File: config.mk
export PLATFORM = sky130hd
export DESIGN_NAME = gb_core
export DESIGN_NICKNAME = d
export VERILOG_FILES = /design/src/verilog/gb_core_pkg.sv /design/src/verilog/gb_fetch.sv /design/src/verilog/gb_control.sv /design/src/verilog/gb_regfile.sv /design/src/verilog/gb_alu.sv /design/src/verilog/gb_bus_driver.sv /design/src/verilog/gb_core.sv
export SDC_FILE = /design/constraint.sdc
export NUM_CORES = 1
export LEC_CHECK = 0
export ABC_AREA = 1
export CAP_MARGIN = 0
export CORE_ASPECT_RATIO = 0.9
export CORE_MARGIN = 3
export CORE_UTILIZATION = 57
export DETAILED_ROUTE_END_ITERATION = 16
export DONT_BUFFER_PORTS = 1
export PLACE_DENSITY = 0.72
export SYNTH_ARGS = -nofsm -noshare
export SYNTH_HDL_FRONTEND = slang
export SYNTH_SLANG_ARGS = --single-unit
File: constraint.sdc
create_clock -name clk -period 11.85 [get_ports clk]
set_clock_uncertainty 0.1 [all_clocks]
set_input_delay 2.37 -clock clk [delete_from_list [all_inputs] [get_ports clk]]
set_output_delay 2.37 -clock clk [all_outputs]
set_load 0.05 [all_outputs]
File: src/verilog/gb_core_pkg.sv
package gb_core_pkg;

    // T-cycles of one machine cycle
    typedef enum logic [1:0] {
        t1,
        t2,
        t3,
        t4
    } t_state_e;

    typedef enum logic [1:0] {
        bus_idle,
        bus_fetch,
        bus_read,
        bus_write
    } bus_op_e;

    // First eight follow opcode bits [5:3] of the ALU group
    typedef enum logic [3:0] {
        alu_add, alu_adc, alu_sub, alu_sbc,
        alu_and, alu_xor, alu_or, alu_cp,
        alu_inc, alu_pass
    } alu_op_e;

    typedef enum logic [3:0] {
        i_nop, i_ld_imm, i_ld_reg, i_ld_a_hl, i_ld_hl_a,
        i_alu_reg, i_alu_imm, i_inc, i_jp, i_jr, i_jr_cond,
        i_halt, i_illegal
    } instr_e;

    // Opcode register field order
    typedef enum logic [2:0] {
        reg_b, reg_c, reg_d, reg_e, reg_h, reg_l, reg_hl_mem, reg_a
    } reg_idx_e;

    localparam int FLAG_Z = 3;
    localparam int FLAG_N = 2;
    localparam int FLAG_H = 1;
    localparam int FLAG_C = 0;

    localparam logic [15:0] RESET_PC = 16'h0000;

endpackage

File: src/verilog/gb_fetch.sv
`timescale 1ns/1ns

module gb_fetch import gb_core_pkg::*; (
    input  logic        clk,
    input  logic        rst,
    input  logic [7:0]  din,
    input  t_state_e    t_state,
    input  bus_op_e     bus_op,
    input  logic        imm_hi,
    output logic [7:0]  opcode,
    output logic [15:0] imm
);

    logic sample;

    // Edge entering t3 of a bus cycle
    assign sample = (t_state == t2);

    // Opcode latch, NOP after reset
    always_ff @(posedge clk) begin
        if (rst) begin
            opcode <= 8'h00;
        end else if (sample && bus_op == bus_fetch) begin
            opcode <= din;
        end
    end

    // Immediate bytes, JP fills both halves
    always_ff @(posedge clk) begin
        if (sample && bus_op == bus_read) begin
            if (imm_hi) begin
                imm[15:8] <= din;
            end else begin
                imm[7:0] <= din;
            end
        end
    end

    ////////////////////
    // Memory must have answered by the time the byte is taken
    a_din_known: assert property (
        @(posedge clk) disable iff (rst)
        (sample && (bus_op == bus_fetch || bus_op == bus_read)) |-> !$isunknown(din)
    ) else $error("din unknown when sampled");

endmodule

File: src/verilog/gb_control.sv
`timescale 1ns/1ns

module gb_control import gb_core_pkg::*; (
    input  logic        clk,
    input  logic        rst,
    input  logic [7:0]  opcode,
    input  logic [15:0] imm,
    input  t_state_e    t_state,
    input  logic        m_end,
    input  logic [3:0]  flags,
    input  logic [15:0] hl,
    input  logic [7:0]  acc,
    output bus_op_e     bus_op,
    output logic [15:0] bus_addr,
    output logic [7:0]  bus_data,
    output logic        imm_hi,
    output reg_idx_e    rf_rd_sel,
    output reg_idx_e    rf_wr_sel,
    output logic        rf_we,
    output logic        flags_we,
    output alu_op_e     alu_op,
    output logic        alu_b_imm,
    output logic        halted
);

    instr_e      instr;
    logic [1:0]  mc;            // Machine cycle within instruction
    logic [1:0]  mc_next;
    logic [1:0]  last_mc;
    logic        is_last;
    logic        step;
    logic        started;       // First machine cycle after reset is dead
    logic        halt_q;
    logic        halt_next;
    logic        jr_taken;
    logic        writes_reg;
    logic [15:0] pc;
    logic [15:0] pc_next;

    function automatic logic hl_cycle(instr_e i, logic [1:0] m);
        return (m != 2'd0) && (i == i_ld_a_hl || i == i_ld_hl_a);
    endfunction

    function automatic bus_op_e op_of(instr_e i, logic [1:0] m, logic idle);
        bus_op_e op;
        if (idle)
            op = bus_idle;
        else if (m == 2'd0)
            op = bus_fetch;
        else if (i == i_ld_hl_a)
            op = bus_write;
        else
            op = bus_read;
        return op;
    endfunction

    ////////////////////
    // Decode
    always_comb begin
        instr = i_illegal;
        case (opcode[7:6])
            2'b00: begin
                if (opcode == 8'h00)
                    instr = i_nop;
                else if (opcode == 8'h18)
                    instr = i_jr;
                else if (opcode == 8'h20 || opcode == 8'h28)
                    instr = i_jr_cond;
                else if (opcode[2:0] == 3'b110 && opcode[5:3] != 3'b110)
                    instr = i_ld_imm;
                else if (opcode[2:0] == 3'b100 && opcode[5:3] != 3'b110)
                    instr = i_inc;
            end
            2'b01: begin
                if (opcode == 8'h76)
                    instr = i_halt;
                else if (opcode == 8'h77)
                    instr = i_ld_hl_a;
                else if (opcode == 8'h7e)
                    instr = i_ld_a_hl;
                else if (opcode[5:3] != 3'b110 && opcode[2:0] != 3'b110)
                    instr = i_ld_reg;
            end
            2'b10: begin
                if (opcode[2:0] != 3'b110)
                    instr = i_alu_reg;
            end
            default: begin
                if (opcode == 8'hc3)
                    instr = i_jp;
                else if (opcode[2:0] == 3'b110)
                    instr = i_alu_imm;
            end
        endcase
    end

    always_comb begin
        case (instr)
            i_jp:                                    last_mc = 2'd2;
            i_ld_imm, i_alu_imm, i_ld_a_hl, i_ld_hl_a,
            i_jr, i_jr_cond:                         last_mc = 2'd1;
            default:                                 last_mc = 2'd0;
        endcase
    end

    assign is_last  = (mc == last_mc);
    assign step     = m_end && started && !halt_q;
    // opcode[3] picks Z over NZ
    assign jr_taken = (instr == i_jr) ||
                      (instr == i_jr_cond && opcode[3] == flags[FLAG_Z]);
    assign halt_next = halt_q || (step && is_last && instr == i_halt);
    assign mc_next   = step ? (is_last ? 2'd0 : mc + 2'd1) : mc;

    always_comb begin
        pc_next = pc;
        if (step) begin
            if (!hl_cycle(instr, mc))
                pc_next = pc + 16'd1;    // After fetch or immediate byte
            if (is_last && instr == i_jp)
                pc_next = imm;
            else if (is_last && jr_taken)
                pc_next = pc + 16'd1 + {{8{imm[7]}}, imm[7:0]};
        end
    end

    always_ff @(posedge clk) begin
        if (rst) begin
            started <= 1'b0;
            halt_q  <= 1'b0;
            halted  <= 1'b0;
            mc      <= 2'd0;
            pc      <= RESET_PC;
        end else begin
            if (m_end)
                started <= 1'b1;
            halt_q <= halt_next;
            halted <= halt_q;            // done one clock after HALT completes
            mc     <= mc_next;
            pc     <= pc_next;
        end
    end

    ////////////////////
    // Bus request, next cycle presented during t4 for the driver to register
    always_comb begin
        if (m_end) begin
            bus_op   = op_of(instr, mc_next, halt_next);
            bus_addr = hl_cycle(instr, mc_next) ? hl : pc_next;
        end else begin
            bus_op   = op_of(instr, mc, !started || halt_q);
            bus_addr = hl_cycle(instr, mc) ? hl : pc;
        end
    end

    assign bus_data = acc;               // Only LD (HL),A stores
    assign imm_hi   = (mc == 2'd2);      // JP high address byte

    // Datapath steering
    always_comb begin
        case (instr)
            i_alu_reg, i_alu_imm: alu_op = alu_op_e'({1'b0, opcode[5:3]});
            i_inc:                alu_op = alu_inc;
            default:              alu_op = alu_pass;
        endcase
    end

    assign alu_b_imm  = (instr == i_ld_imm || instr == i_alu_imm || instr == i_ld_a_hl);
    assign rf_rd_sel  = (instr == i_inc) ? reg_idx_e'(opcode[5:3]) : reg_idx_e'(opcode[2:0]);
    assign rf_wr_sel  = (instr == i_ld_imm || instr == i_ld_reg || instr == i_inc) ?
                        reg_idx_e'(opcode[5:3]) : reg_a;
    assign writes_reg = (instr == i_ld_imm || instr == i_ld_reg || instr == i_ld_a_hl ||
                         instr == i_alu_reg || instr == i_alu_imm || instr == i_inc);
    assign rf_we      = step && is_last && writes_reg;
    assign flags_we   = step && is_last &&
                        (instr == i_alu_reg || instr == i_alu_imm || instr == i_inc);

    a_no_illegal: assert property (
        @(posedge clk) disable iff (rst)
        (started && mc == 2'd0 && t_state == t4) |-> (instr != i_illegal)
    ) else $error("illegal opcode %h at %h", opcode, pc);

endmodule

File: src/verilog/gb_regfile.sv
`timescale 1ns/1ns

module gb_regfile import gb_core_pkg::*; (
    input  logic        clk,
    input  logic        rst,
    input  reg_idx_e    rd_sel,
    output logic [7:0]  rd_data,
    input  reg_idx_e    wr_sel,
    input  logic [7:0]  wr_data,
    input  logic        we,
    input  logic [3:0]  flags_in,
    input  logic        flags_we,
    output logic [7:0]  acc,
    output logic [15:0] hl,
    output logic [3:0]  flags
);

    logic [7:0] regs [7];   // B C D E H L A

    // A moves into the (HL) hole
    function automatic logic [2:0] slot(reg_idx_e r);
        return (r == reg_a) ? 3'd6 : 3'(r);
    endfunction

    always_ff @(posedge clk) begin
        if (rst) begin
            for (int i = 0; i < 7; i++)
                regs[i] <= 8'h00;
            flags <= 4'h0;
        end else begin
            if (we)
                regs[slot(wr_sel)] <= wr_data;
            if (flags_we)
                flags <= flags_in;
        end
    end

    assign rd_data = (rd_sel == reg_hl_mem) ? 8'h00 : regs[slot(rd_sel)];
    assign acc     = regs[6];
    assign hl      = {regs[4], regs[5]};

    a_no_hl_write: assert property (
        @(posedge clk) disable iff (rst) we |-> (wr_sel != reg_hl_mem)
    ) else $error("write to (HL) register slot");

endmodule

File: src/verilog/gb_alu.sv
`timescale 1ns/1ns

module gb_alu import gb_core_pkg::*; (
    input  logic [7:0] acc,
    input  logic [7:0] reg_data,
    input  logic [7:0] imm,
    input  logic       b_imm,
    input  alu_op_e    op,
    input  logic [3:0] flags_in,
    output logic [7:0] result,
    output logic [3:0] flags_out
);

    logic [7:0] op_b;
    logic       cin;
    logic [4:0] half;    // Bit 4 is carry or borrow out of bit 3
    logic [8:0] full;

    assign op_b = b_imm ? imm : reg_data;
    assign cin  = (op == alu_adc || op == alu_sbc) && flags_in[FLAG_C];

    always_comb begin
        half      = '0;
        full      = '0;
        result    = acc;
        flags_out = flags_in;
        case (op)
            alu_add, alu_adc: begin
                half   = {1'b0, acc[3:0]} + {1'b0, op_b[3:0]} + {4'd0, cin};
                full   = {1'b0, acc} + {1'b0, op_b} + {8'd0, cin};
                result = full[7:0];
                flags_out[FLAG_N] = 1'b0;
                flags_out[FLAG_H] = half[4];
                flags_out[FLAG_C] = full[8];
            end
            alu_sub, alu_sbc, alu_cp: begin
                half   = {1'b0, acc[3:0]} - {1'b0, op_b[3:0]} - {4'd0, cin};
                full   = {1'b0, acc} - {1'b0, op_b} - {8'd0, cin};
                result = (op == alu_cp) ? acc : full[7:0];
                flags_out[FLAG_N] = 1'b1;
                flags_out[FLAG_H] = half[4];
                flags_out[FLAG_C] = full[8];
            end
            alu_and: begin
                result = acc & op_b;
                flags_out[FLAG_N] = 1'b0;
                flags_out[FLAG_H] = 1'b1;
                flags_out[FLAG_C] = 1'b0;
            end
            alu_xor, alu_or: begin
                result = (op == alu_xor) ? (acc ^ op_b) : (acc | op_b);
                flags_out[FLAG_N] = 1'b0;
                flags_out[FLAG_H] = 1'b0;
                flags_out[FLAG_C] = 1'b0;
            end
            alu_inc: begin
                half   = {1'b0, reg_data[3:0]} + 5'd1;
                result = reg_data + 8'd1;
                flags_out[FLAG_N] = 1'b0;
                flags_out[FLAG_H] = half[4];        // C untouched
            end
            default: result = op_b;                 // Pass for loads
        endcase
        if (op != alu_pass)
            flags_out[FLAG_Z] = (op == alu_cp) ? (full[7:0] == 8'h00) : (result == 8'h00);
    end

endmodule

File: src/verilog/gb_bus_driver.sv
`timescale 1ns/1ns

module gb_bus_driver import gb_core_pkg::*; (
    input  logic        clk,
    input  logic        rst,
    input  bus_op_e     bus_op,
    input  logic [15:0] bus_addr,
    input  logic [7:0]  bus_data,
    output t_state_e    t_state,
    output logic        m_end,
    output logic        phi,
    output logic [15:0] a,
    output logic [7:0]  dout,
    output logic        rd,
    output logic        wr
);

    assign m_end = (t_state == t4);

    ////////////////////
    // T-cycle counter and strobes
    always_ff @(posedge clk) begin
        if (rst) begin
            t_state <= t1;
            phi     <= 1'b0;
            rd      <= 1'b0;
            wr      <= 1'b0;
            dout    <= 8'h00;
        end else begin
            t_state <= t_state_e'(t_state + 2'd1);    // Wraps t4 to t1
            case (t_state)
                t4: begin                              // Into t1
                    phi <= 1'b1;
                    rd  <= (bus_op == bus_fetch || bus_op == bus_read);
                end
                t2: begin                              // Into t3
                    phi <= 1'b0;
                    if (bus_op == bus_write) begin
                        wr   <= 1'b1;
                        dout <= bus_data;
                    end
                end
                t3: begin                              // Into t4
                    rd   <= 1'b0;
                    wr   <= 1'b0;
                    dout <= 8'h00;
                end
                default: ;
            endcase
        end
    end

    // Address held for the whole machine cycle
    always_ff @(posedge clk) begin
        if (t_state == t4)
            a <= bus_addr;
    end

    a_rd_wr_excl: assert property (
        @(posedge clk) disable iff (rst) !(rd && wr)
    ) else $error("rd and wr high together");

endmodule

File: src/verilog/gb_core.sv
`timescale 1ns/1ns

module gb_core import gb_core_pkg::*; (
    input  logic        clk,
    input  logic        rst,
    output logic        phi,
    output logic [15:0] a,
    output logic [7:0]  dout,
    input  logic [7:0]  din,
    output logic        rd,
    output logic        wr,
    output logic        done
);

    t_state_e    t_state;
    logic        m_end;
    bus_op_e     bus_op;
    logic [15:0] bus_addr;
    logic [7:0]  bus_data;
    logic        imm_hi;
    logic [7:0]  opcode;
    logic [15:0] imm;

    reg_idx_e    rf_rd_sel;
    reg_idx_e    rf_wr_sel;
    logic        rf_we;
    logic        flags_we;
    logic [7:0]  rf_rd_data;
    logic [7:0]  acc;
    logic [15:0] hl;
    logic [3:0]  flags;

    alu_op_e     alu_op;
    logic        alu_b_imm;
    logic [7:0]  alu_result;
    logic [3:0]  alu_flags;

    ////////////////////
    // Input side
    gb_fetch fetch_inst (
        .clk     (clk),
        .rst     (rst),
        .din     (din),
        .t_state (t_state),
        .bus_op  (bus_op),
        .imm_hi  (imm_hi),
        .opcode  (opcode),
        .imm     (imm)
    );

    ////////////////////
    // Sequencing and datapath
    gb_control control_inst (
        .clk       (clk),
        .rst       (rst),
        .opcode    (opcode),
        .imm       (imm),
        .t_state   (t_state),
        .m_end     (m_end),
        .flags     (flags),
        .hl        (hl),
        .acc       (acc),
        .bus_op    (bus_op),
        .bus_addr  (bus_addr),
        .bus_data  (bus_data),
        .imm_hi    (imm_hi),
        .rf_rd_sel (rf_rd_sel),
        .rf_wr_sel (rf_wr_sel),
        .rf_we     (rf_we),
        .flags_we  (flags_we),
        .alu_op    (alu_op),
        .alu_b_imm (alu_b_imm),
        .halted    (done)
    );

    gb_regfile regfile_inst (
        .clk      (clk),
        .rst      (rst),
        .rd_sel   (rf_rd_sel),
        .rd_data  (rf_rd_data),
        .wr_sel   (rf_wr_sel),
        .wr_data  (alu_result),    // Every register write passes the ALU
        .we       (rf_we),
        .flags_in (alu_flags),
        .flags_we (flags_we),
        .acc      (acc),
        .hl       (hl),
        .flags    (flags)
    );

    gb_alu alu_inst (
        .acc       (acc),
        .reg_data  (rf_rd_data),
        .imm       (imm[7:0]),
        .b_imm     (alu_b_imm),
        .op        (alu_op),
        .flags_in  (flags),
        .result    (alu_result),
        .flags_out (alu_flags)
    );

    // Output side
    gb_bus_driver bus_driver_inst (
        .clk      (clk),
        .rst      (rst),
        .bus_op   (bus_op),
        .bus_addr (bus_addr),
        .bus_data (bus_data),
        .t_state  (t_state),
        .m_end    (m_end),
        .phi      (phi),
        .a        (a),
        .dout     (dout),
        .rd       (rd),
        .wr       (wr)
    );

endmodule

# After elaboration in Yosys (flattened, before gate mapping)
# Memories as Yosys holds them, arrays and structs flattened.
# Cells that the tools add are included.
# totals
register_bits,76
latchBits,0
mem_bits_rw,56
romBits,0
in_bits,10
out_inout_bits,28
word_cells,191
memories,1
# memory_table
memory,depth,width,read_ports,rd_ports_with_merged_regs,write_ports,line_no,source
regfile_inst.regs,7,8,4,0,7,gb_regfile.sv:18,logic [7:0] regs [7];
# op_classes
addsub,9
multipliers,0
n_div,0
order_cmp,0
eq_ne,46
shift,0
muxes,54
n_bitwise,4
reduce_logical,61
# op_table
cell,n
$mux W16,5
$mux W4,12
$mux W8,6
$pmux W8 S5,1
$eq A4 B3 Y1 const B,8
$pmux W8 S2,2
$eq A8 B7 Y1 const B,3
$logic_not A8 Y1,3
$eq A4 B4 Y1 const B,5
$logic_and A1 B1 Y1,17
$logic_or A1 B1 Y1,17
$add A16 B1 Y16 const B,1
$add A16 B16 Y16,1
$eq A4 B2 Y1 const B,4
$eq A8 B6 Y1 const B,2
$eq A3 B3 Y1 const B,5
$mux W3,5
$mux W2,7
$eq A2 B2 Y1 const B,6
$pmux W4 S3,1
$reduce_and A2 Y1,5
$reduce_bool A2 Y1,5
$add A8 B8 Y9,1
$add A9 B1 Y9,1
other kinds (30),51

# Longest topological paths before layout
# logic_depth
word_depth,21
depth_mapped,43
ltp_nobuf,42

# By module
# From an unflattened synthesis, not the netlist that was laid out.
# hier_totals
hier_cells,1688
area_unflattened_um2,11204.5
# modules_own_cells
module,n_inst,cells_each,area_each_um2,seq_area_each_um2
gb_control,1,740,3893.7,420.4
gb_regfile,1,349,3153.0,1921.8
gb_alu,1,402,2100.8,0.0
gb_bus_driver,1,119,1166.1,740.7
gb_fetch,1,78,890.9,640.6

# Least setup slack after synthesis
# Ideal clock, no wire load.
# synth_timing
path_kind,reg2reg
from,reg fetch_inst.opcode[3]
to,"mem regfile_inst.regs[1][7], data pin"
setup_time_ps,264
t_arrival_ps,4464
t_required_ps,11486
setup_slack_ps,7022
path_stages_with_launch,39
path_buffers,2
period_less_slack_ps,4828
cell_sequence,dfxtp_1 -> buf_2 -> inv_2 -> nand2_1 -> nor2_1 -> nand2_1 -> nand4_1 -> nand3_1 -> nor2_2 -> nand2_4 -> o21ai_4 -> buf_2 -> nand3b_1 -> nand3_1 -> nand2_1 -> nand2_1 -> nand2_1 -> nand2_1 -> (+3 left out) -> ha_1 -> o21ai_0 -> nand2_1 -> a21oi_1 -> o21bai_1 -> nand2_1 -> nand2_1 -> a21oi_1 -> xor2_1 -> a21oi_1 -> o21ai_0 -> o2111ai_1 -> a21oi_1 -> nand2_1 -> nand2_2 -> nor2_2 -> inv_2 -> nor2_1
# synth_rtl
item,line_no,source
from (decl),gb_fetch.sv:10,"output logic [7:0] opcode,"
from (signal assigned),gb_fetch.sv:24,opcode <= din;
to (decl),gb_regfile.sv:18,

==> results.yml <==
synthesis:
  synthMuxAreaShare_pct: 0
  synth_common_cells: "nand2_1 (263), nor2_1 (133), inv_1 (128)"
  ys_types: 51
  synthCells: 1222
  synth_most_common_cell: "nand2_1"
  synth-seq-cells: 140
  yosys_warnings: 0
  synth_edf_count: 88
  synth_top_flop_cell: "edfxtp_1"
  synth_seq_area_share_pct: 39.5
  synthTopCellsByArea: "edfxtp_1 (28%), dfxtp_1 (11%), nand2_1 (11%)"
  async_reset_ff_share_pct: 0
  syn_area_per_cell_um2: 7.63
  synth_top_area_share_pct: 28.3
  synth_area_mm2: 0.00932
  yosys.area_share.simple_pct: 25.5
  synth_top_family_by_area: "simple AND/OR/NAND/NOR gates"
  synth_fa_ha_area_share_pct: 8.46
  yosysTopAreaCell: "edfxtp_1"
  synth-compound-area-share_pct: 15.2
  synth_xor_area_share_pct: 3.29
clocking:
  cts.clk_slew.worst_paths_ns: 0.07
  cts_buffers: 17
  cts_max_level: 4
  holdBufCountCts: 0
  cts_max_path_buffers: 2
  clock_latency_ns: 0.44
  cts_resized: 0
  cts_tree: "yes"
  root_buffer: "clkbuf_16"
  cts_sinks: 140
  cts_setup_buffers: 0
grt:
  grt_pass1_vias: 7661
  grt_use_total_pct: 29.7
  grt-ovfl-total: 0
  antenna_found_initial: 0
  grt_pass1_wl_um: 41600
  grt_start_max_net_pins: 37
worst_setup_path:
  cp-start-kind: "register"
  crit_path_frequent_cell: "nand2_1"
  cpLargestDelayFamily: "simple AND/OR/NAND/NOR gates"
  slowest_stage: "dfxtp_1"
  cp.required_ns: 11.92
  slowest_delay_ns: 0.63
  end_kind: "register"
  critPathMaxFanout: 30
  crit_buf_inv: 3
  path_class: "register to register"
  arrival_ns: 6.71
placed_design:
  gp_congestion: 0.918
  port_buffers: 0
  placed_cell_area_mm2: 0.00944
  dp_slack_ns: 5.41
  dp_hpwl_um: 18900
sta:
  tightest_slew_ns: 1.06
  hold_ws_ns: 0.345
  worst_slack_ns: 5.21
  fmax_mhz: 151
  period_needed_ns: 6.64
  hold_viol: 0
  min_period_over_period_pct: 56.0
  final-setup-viol-count: 0
  fin_tns_setup_ns: 0
  relSlewSlack_pct: 29.1
  rsz0062_at_grt: "no"
  slew_violations: 0
drt:
  wl_per_cell_um: 18.4
  routed_wl_um: 26200
  ant_nets: 0
  vias_per_cell: 5.84
  first_pass_iters: 6
  vias: 8322
  drc: 0
  drtIter0Drc: 870
pwr:
  p_int_w: 0.000924
  p_comb_share_pct: 16.5
  switchingPower_w: 0.000386
  ir_drop_uv: 122
  p_per_area_mw_per_mm2: 130
  clkPwrFrac_pct: 42.0
  power_w: 0.00131
  power_leakage_nw: 4.23
  seqPwrFrac_pct: 41.5
  swShare_pct: 29.4
floorplan:
  core_area_mm2: 0.0157
  die_area_mm2: 0.0179
  die_height_um: 127
  initial_core_util_pct: 59.3
  ios: 38
  die_w_um: 141
  num_rows: 43
cells_and_area:
  drive_gt1_share_pct: 7.43
  design_area_mm2: 0.0100
  antenna_cells: 0
  nets: 1281
  area_growth_pct: 7.70
  fillers: 1429
run:
  drv_cap: 0
outcome:
  status: "completed"
worst_hold_path:
  hp-class: "register to register"
==> state kept, by name, summed over array words and instances (netlist names), 8 cells and up <==
signal,flops
regfile_inst.regs,64
fetch_inst.imm,16
fetch_inst.opcode,8
bus_driver_inst.dout,8
control_inst.pc,16
bus_driver_inst.a,16
==> worst reg2reg max path: cells and delay by family (launching register included) <==
kind	cells	cell delay, ns
xor gates and xnor gates	1	0.20
and+or+nand+nor	22	3.29
AOI/OAI and AO/OA	6	1.00
DFF	1	0.63
buffers and inverters	3	0.30
adders and majority gates	2	0.87
==> layout by cell type (no fill, tap or decap), types with 5 or more instances in the layout <==
master and count:
nor2_1 133, o211ai_1 27, a21oi_1 92, nor2_2 12
inv_2 18, fa_1 5, xnor2_1 8, clkbuf_16 17
o21ai_1 9, ha_1 55, inv_1 128, edfxtp_1 88
xor2_1 27, dfxtp_1 52, nand4_1 9, nand3b_1 9
nor3_1 9, nand2_1 263, o21a_1 6, conb_1 8
o21ai_0 90, nand2_2 12, nand3_1 87
==> kinds of logic after synthesis <==
family	after synthesis
and+or+nand+nor	548
AOI/OAI and AO/OA	249
buffers and inverters	189
DFF	140
adders and majority gates	60
xor gates and xnor gates	35
other	1
==> stage by stage <==
stage,cells,util [%]
4_1_cts,1426,63.9
3_3_place_gp,1394,60.1
2_1_floorplan,1229,-
6_report,1426,63.9
3_5_place_dp,1394,60.1
5_1_grt,1426,63.9
==> cell type report <==
cell class	instances	area, um^2	area share, %
Sequential cell	140	3680	36.7
Multi-Input combinational cell	900	4920	49.0
Clock inverter	14	170	1.69
Clock buffer	18	429	4.27
Inverter	149	559	5.57
Timing Repair Buffer	3	22.5	0.224
Tap cell	202	253	2.52
==> power groups by stage <==
stage | clock network, W | registers (W) | logic (W)
finish | 0.000551 | 0.000543 | 0.000216
global route | 0.000575 | 0.000544 | 0.000242
CTS | 0.000552 | 0.000543 | 0.000213
detailed placement | 0 | 0.000554 | 0.000211
global placement | 0 | 0.000554 | 0.000209
floorplan | 0 | 0.000550 | 0.000164
==> path summary, 6_finish.rpt <==
path / startpoint / end / slack [ns] / cells past startpoint
worst max-delay path: fetch_inst.opcode[4] / regfile_inst.regs[1][6] / 5.21 / 34
worst min-delay path: bus_driver_inst.t_state[0] / bus_driver_inst.t_state[0] / 0.34 / 1
worst max register to register: fetch_inst.opcode[4] / regfile_inst.regs[1][6] / 5.21 / 34
worst min register to register: bus_driver_inst.t_state[0] / bus_driver_inst.t_state[0] / 0.34 / 1
==> metal layers <==
metal	global-route usage, %	routed length, um	up-vias
met2	47.0	12000	353
met3	5.95	2050	47
li1	-	-	4050
met5	0	0	-
met4	8.09	474	0
met1	42.0	11600	3872
Power figures use the tool's default switching activity.
